==> src/design/rib_pkg.sv <==
`default_nettype none

package rib_pkg;

    // bus geometry
    localparam int ADDR_W   = 32;
    localparam int DATA_W   = 32;
    localparam int REGION_W = 4;                    // top address bits pick the slave
    localparam int OFFSET_W = ADDR_W - REGION_W;    // 28 bits left for the slave

    // port counts
    localparam int NUM_MASTERS = 4;
    localparam int NUM_SLAVES  = 6;                 // regions 6..15 are unused

    // instruction fetch port, also owns the bus when nobody asks
    localparam int FETCH_MASTER = 1;

    // addi x0, x0, 0
    localparam logic [DATA_W-1:0] INST_NOP = 32'h0000_0013;

    // vector types
    typedef logic [ADDR_W-1:0]   addr_t;            // bus address
    typedef logic [DATA_W-1:0]   data_t;            // bus data word
    typedef logic [REGION_W-1:0] region_t;          // slave region number
    typedef logic [1:0]          master_idx_t;      // granted master

endpackage

`default_nettype wire

==> src/design/rib.sv <==
`timescale 1ns/100ps
`default_nettype none

module rib (
    // masters: 0 data, 1 instruction fetch, 2 and 3 peripherals / debug
    input  wire  rib_pkg::addr_t [rib_pkg::NUM_MASTERS-1:0]  m_addr_i,
    input  wire  rib_pkg::data_t [rib_pkg::NUM_MASTERS-1:0]  m_wdata_i,
    input  wire  [rib_pkg::NUM_MASTERS-1:0]                  m_we_i,
    input  wire  [rib_pkg::NUM_MASTERS-1:0]                  m_req_i,
    output rib_pkg::data_t [rib_pkg::NUM_MASTERS-1:0]        m_rdata_o,

    // slaves, one per address region
    output rib_pkg::addr_t [rib_pkg::NUM_SLAVES-1:0]         s_addr_o,
    output rib_pkg::data_t [rib_pkg::NUM_SLAVES-1:0]         s_wdata_o,
    output logic [rib_pkg::NUM_SLAVES-1:0]                   s_we_o,
    input  wire  rib_pkg::data_t [rib_pkg::NUM_SLAVES-1:0]   s_rdata_i,

    output logic                                             hold_o      // pipeline stall
);

    rib_pkg::master_idx_t grant;      // current bus owner
    rib_pkg::addr_t       sel_addr;   // owner's address
    rib_pkg::data_t       sel_wdata;  // owner's write data
    logic                 sel_we;     // owner's write enable
    rib_pkg::data_t       sel_rdata;  // addressed slave's read data
    logic                 sel_hit;    // address fell in region 0..5

    rib_arbiter u_arbiter (
        .req_i   (m_req_i),
        .grant_o (grant),
        .hold_o  (hold_o)
    );

    rib_master_mux u_master_mux (
        .grant_i     (grant),
        .m_addr_i    (m_addr_i),
        .m_wdata_i   (m_wdata_i),
        .m_we_i      (m_we_i),
        .m_rdata_o   (m_rdata_o),
        .sel_addr_o  (sel_addr),
        .sel_wdata_o (sel_wdata),
        .sel_we_o    (sel_we),
        .sel_rdata_i (sel_rdata),
        .sel_hit_i   (sel_hit)
    );

    rib_slave_decode u_slave_decode (
        .sel_addr_i  (sel_addr),
        .sel_wdata_i (sel_wdata),
        .sel_we_i    (sel_we),
        .sel_rdata_o (sel_rdata),
        .sel_hit_o   (sel_hit),
        .s_addr_o    (s_addr_o),
        .s_wdata_o   (s_wdata_o),
        .s_we_o      (s_we_o),
        .s_rdata_i   (s_rdata_i)
    );

endmodule

`default_nettype wire

==> src/design/rib_arbiter.sv <==
`timescale 1ns/100ps
`default_nettype none

module rib_arbiter (
    input  wire  [rib_pkg::NUM_MASTERS-1:0] req_i,      // one request level per master
    output rib_pkg::master_idx_t            grant_o,    // master that owns the bus
    output logic                            hold_o      // stall the pipeline
);

    logic any_data_req;    // a non-fetch master is asking

    // fixed priority, highest first: 3, 0, 2, 1
    always_comb begin
        if (req_i[3]) begin
            grant_o = rib_pkg::master_idx_t'(3);
        end else if (req_i[0]) begin
            grant_o = rib_pkg::master_idx_t'(0);
        end else if (req_i[2]) begin
            grant_o = rib_pkg::master_idx_t'(2);
        end else begin
            // fetch port keeps the bus, asking or not
            grant_o = rib_pkg::master_idx_t'(rib_pkg::FETCH_MASTER);
        end
    end

    // req_i[1] never stalls, fetch is the default owner anyway
    assign any_data_req = req_i[3] | req_i[0] | req_i[2];
    assign hold_o       = any_data_req;

endmodule

`default_nettype wire

==> src/design/rib_master_mux.sv <==
`timescale 1ns/100ps
`default_nettype none

module rib_master_mux (
    input  wire  rib_pkg::master_idx_t                        grant_i,     // from the arbiter

    // master side, indexed by master number
    input  wire  rib_pkg::addr_t [rib_pkg::NUM_MASTERS-1:0]   m_addr_i,
    input  wire  rib_pkg::data_t [rib_pkg::NUM_MASTERS-1:0]   m_wdata_i,
    input  wire  [rib_pkg::NUM_MASTERS-1:0]                   m_we_i,
    output rib_pkg::data_t [rib_pkg::NUM_MASTERS-1:0]         m_rdata_o,

    // toward the slave decoder
    output rib_pkg::addr_t                                    sel_addr_o,
    output rib_pkg::data_t                                    sel_wdata_o,
    output logic                                              sel_we_o,
    input  wire  rib_pkg::data_t                              sel_rdata_i,
    input  wire                                               sel_hit_i    // region 0..5
);

    rib_pkg::data_t [rib_pkg::NUM_MASTERS-1:0] idle_rdata;   // per-master idle value

    // request path, granted master only
    assign sel_addr_o  = m_addr_i[grant_i];
    assign sel_wdata_o = m_wdata_i[grant_i];
    assign sel_we_o    = m_we_i[grant_i];

    // fetch port idles on a NOP so the core never sees garbage opcodes
    for (genvar m = 0; m < rib_pkg::NUM_MASTERS; m++) begin : g_idle
        if (m == rib_pkg::FETCH_MASTER) begin : g_fetch
            assign idle_rdata[m] = rib_pkg::INST_NOP;
        end else begin : g_data
            assign idle_rdata[m] = '0;
        end
    end

    // read return path
    always_comb begin
        m_rdata_o = idle_rdata;
        if (sel_hit_i) begin
            m_rdata_o[grant_i] = sel_rdata_i;    // unused region keeps idle value
        end
    end

endmodule

`default_nettype wire

==> src/design/rib_slave_decode.sv <==
`timescale 1ns/100ps
`default_nettype none

module rib_slave_decode (
    // granted request from the master mux
    input  wire  rib_pkg::addr_t                             sel_addr_i,
    input  wire  rib_pkg::data_t                             sel_wdata_i,
    input  wire                                              sel_we_i,
    output rib_pkg::data_t                                   sel_rdata_o,
    output logic                                             sel_hit_o,    // some slave matched

    // slave side, indexed by slave number
    output rib_pkg::addr_t [rib_pkg::NUM_SLAVES-1:0]         s_addr_o,
    output rib_pkg::data_t [rib_pkg::NUM_SLAVES-1:0]         s_wdata_o,
    output logic [rib_pkg::NUM_SLAVES-1:0]                   s_we_o,
    input  wire  rib_pkg::data_t [rib_pkg::NUM_SLAVES-1:0]   s_rdata_i
);

    rib_pkg::region_t                 region;      // top address field
    logic [rib_pkg::OFFSET_W-1:0]     offset;      // rest of the address
    rib_pkg::addr_t                   slave_addr;  // offset with region cleared
    logic [rib_pkg::NUM_SLAVES-1:0]   slave_sel;   // one-hot slave select

    assign region     = sel_addr_i[rib_pkg::ADDR_W-1 -: rib_pkg::REGION_W];
    assign offset     = sel_addr_i[rib_pkg::OFFSET_W-1:0];
    assign slave_addr = {{rib_pkg::REGION_W{1'b0}}, offset};

    // regions 6..15 reach nobody
    assign sel_hit_o = (region < rib_pkg::REGION_W'(rib_pkg::NUM_SLAVES));

    for (genvar s = 0; s < rib_pkg::NUM_SLAVES; s++) begin : g_slave
        assign slave_sel[s] = sel_hit_o && (region == rib_pkg::region_t'(s));

        // unselected slaves see an all-zero bus
        assign s_addr_o[s]  = slave_sel[s] ? slave_addr  : '0;
        assign s_wdata_o[s] = slave_sel[s] ? sel_wdata_i : '0;
        assign s_we_o[s]    = slave_sel[s] & sel_we_i;
    end

    // select is one-hot, so an OR of the gated words is enough
    always_comb begin
        sel_rdata_o = '0;
        for (int s = 0; s < rib_pkg::NUM_SLAVES; s++) begin
            sel_rdata_o |= slave_sel[s] ? s_rdata_i[s] : '0;
        end
    end

endmodule

`default_nettype wire

==> config.mk <==
export PLATFORM = sky130hd
export DESIGN_NAME = rib
export DESIGN_NICKNAME = d
export VERILOG_FILES = /design/src/design/rib_pkg.sv /design/src/design/rib.sv /design/src/design/rib_arbiter.sv /design/src/design/rib_master_mux.sv /design/src/design/rib_slave_decode.sv
export SDC_FILE = /design/constraint.sdc
export NUM_CORES = 1
export LEC_CHECK = 0
export BUFFER_PORTS_ARGS = -buffer_cell sky130_fd_sc_hd__buf_2
export CAP_MARGIN = 25
export CORE_AREA = 2 2 377 379
export DETAILED_ROUTE_END_ITERATION = 6
export DIE_AREA = 0 0 379 381
export PLACE_DENSITY = 0.3
export SLEW_MARGIN = 20
export SYNTH_ARGS = -nofsm -noshare
export SYNTH_HDL_FRONTEND = slang
export SYNTH_SLANG_ARGS = --single-unit
==> constraint.sdc <==
create_clock -name vclk -period 2.1
set_input_delay 0.21 -clock vclk [all_inputs]
set_output_delay 0.21 -clock vclk [all_outputs]
set_load 0.03 [all_outputs]
==> impl_metrics.yaml <==
power:
  ir_drop_v: 0.0000883
  swShare_pct: 58.9
  pwr-share-seq_pct: 0
  p_int_uw: 1940
  power.clock.fraction_pct: 0
  pwr-share-comb_pct: 100.0
  power_switching_uw: 2780
  p_per_area_nw_per_um2: 270
  leakagePower_uw: 0.00869
min_path:
  holdCritPathClass: "input pin to primary output"
  min_path_cells: 5
  min_to: "s_wdata_o[5]"
  hold_path.startpoint: "m_wdata_i[101]"
outcome:
  violations: "setup timing"
  status: "finished with violations"
floorplanning:
  initial_core_util_pct: 4.29
  rows: 138
  ios: 975
  dieArea_um2: 144000
  die_y_um: 381
  core_area_um2: 141000
  die_w_um: 379
route:
  antenna_left: 0
  vias_per_cell: 3.01
  wl_met2_um: 41000
  drc_errors: 0
  vias: 12200
  met3_length_um: 6380
  wl_met1_um: 33000
  highest_layer: "met5"
  drt_iter0_markers: 689
  wl_um: 81800
  wl_per_cell_um: 20.2
  drtPass1Iterations: 7
sta:
  hold_viol: 0
  drv_slew: 0
  setup_viol: 494
  tightestPinTransition_ns: 0.890
  clock.fmax_mhz: 356
  worst_slack_ns: -0.706
  max_slew_margin_pct: 39.0
  fin_crit_sh_pct: 134
  rsz0062_at_grt: "yes"
  final.min_clock_period_ns: 2.81
setup_path:
  crit_top_cell: "buf_4"
  startpoint_type: "input pin"
  crit_path_top_delay_cell: "a222oi_1"
  cp_top_family: "buffers and inverters"
  cpPeakStageDelay_ns: 0.66
  required_ns: 1.89
  critical_path_class: "input pin to primary output"
  arrival_ns: 2.60
  cp_cell_sequence: "buf_8, or2_4, o221ai_4, buf_12, buf_4, buf_8, mux2_4, a222oi_1, buf_4, nor2_1, buf_4"
  critPathBufInv: 6
  critical_path.max_fanout: 5
  critPathCaptureType: "primary output"
layout:
  final_common_cell: "buf_2"
  final-instance-count-excl-fill: 4053
  multi_input_area_um2: 6590
  nets: 2612
  area_growth_syn_to_layout_pct: 190
  drive_gt1_share_pct: 73.9
  seq_area_um2: 0
  fillCellCount: 16600
  seq_cells: 0
  nClkBuffers: 0
  final_cell_mix: "buf_2, buf_4, nor2_1"
global_routing:
  grt_use_total_pct: 10.3
  grt_antenna_before_repair: 38
  grt_pass1_vias: 11900
  overflow: 0
  grt_start_max_net_pins: 57
  grt_first_pass_wirelength_um: 103000
synthesis:
  yosysWarnings: 0
  netlist_area_um2: 6030
  synth.distinct_cells: 31
  syn_inst: 1028
  avgSynthCellArea_um2: 5.86
  ys_seq_area_share_pct: 0
flow_run:
  drv_cap: 0
placement:
  pre_cts_slack_ns: -0.850
  portBuffers: 950
  place_congestion: 0.843
  placed_cells: 3993
  dp_hpwl_um: 70200
## per-layer routing
| metal | global-route usage, % | vias up |
|---|---|---|
| li1 | - | 5676 |
| met1 | 12.4 | 5757 |
| met5 | 0 | - |
| met2 | 18.7 | 672 |
| met3 | 2.45 | 82 |
| met4 | 1.45 | 16 |
## Yosys cell counts, drive strengths merged
library cell | instances | area share [%]
inv | 2 | 0.12
nor3 | 2 | 0.44
a221o | 1 | 0.17
or2 | 1 | 0.10
mux2i | 126 | 21
nand2 | 75 | 4.8
a222oi | 32 | 5.3
nand2b | 3 | 0.31
o221ai | 3 | 0.93
o21ai | 61 | 5.1
clkbuf | 40 | 2.5
nand3b | 1 | 0.12
a21oi | 1 | 0.083
mux2 | 96 | 19
nor2 | 493 | 31
a211oi | 1 | 0.12
conb | 1 | 0.062
nand3 | 1 | 0.083
buf | 85 | 8.7
a221oi | 1 | 0.44
nor3b | 2 | 0.44
## metrics by stage
step / total power, uW / hold WS (ns) / cell area, um2 / setup TNS [ns] / utilization, %
4_1_cts: 4590 / 0.960 / 16700 / -203.27 / 11.9
5_1_grt: 4980 / 0.982 / 17500 / -236.33 / 12.4
3_3_place_gp: 4280 / 0.964 / 15600 / -183.91 / 11.1
2_1_floorplan: 2060 / 0.736 / 6820 / -46.02 / -
3_5_place_dp: 4270 / 0.956 / 15600 / -182.22 / 11.1
6_report: 4720 / 0.953 / 17500 / -191.91 / 12.4
## worst max-delay path by stage
| stage | start | endpoint | slack [ns] | depth (start not counted) |
|---|---|---|---|---|
| 6_report | m_req_i[3] | m_rdata_o[99] | -0.71 | 11 |
| 5_1_grt | m_req_i[3] | m_rdata_o[93] | -0.73 | 11 |
| 4_1_cts | m_req_i[3] | m_rdata_o[1] | -0.62 | 11 |
| 3_3_place_gp | m_req_i[0] | m_rdata_o[67] | -0.86 | 10 |
| 3_5_place_dp | m_req_i[0] | m_rdata_o[67] | -0.85 | 10 |
| 2_1_floorplan | m_req_i[2] | s_addr_o[32] | -0.18 | 9 |
## area by class of cell
class	count	share of cell area, %
timing repair buffer	1227	48.6
inverter	2	0.0429
multi-input combinational	925	37.7
antenna	9	0.129
tap	1890	13.5
## worst min-delay path, cell delays in order
cell and delay (ns):
buf_2 0.08, mux2i_1 0.06, buf_4 0.16, nor2_2 0.09
buf_6 0.14
## repair_timing
item / CTS / global route
cloned: 7 / 2
hold buffers: 0 / 0
pin swaps: 32 / 40
resized for setup: 176 / 270
buffers inserted: 32 / 12
setup endpoints to repair: 494 / 494
## kinds of logic (layout without fill, tap and decap cells)
logic type             Yosys count  in the layout  synth area share [%]
muxes                          222            222                  39.5
AOI/OAI and AO/OA              100            100                  12.1
and+or+nand+nor                578            579                  36.9
other                            1             33                0.0622
buffers and inverters          127           1229                  11.3
## power by group through the flow
stage / sequential, uW / clock [uW] / combinational, uW
final: 0 / 0.000529 / 4720
after detailed placement: 0 / 0 / 4270
after CTS: 0 / 0 / 4590
after global placement: 0 / 0 / 4280
after floorplan: 0 / 0 / 2060
after global routing: 0 / 0.000449 / 4980
No activity file was read; power rests on OpenSTA's default activity.
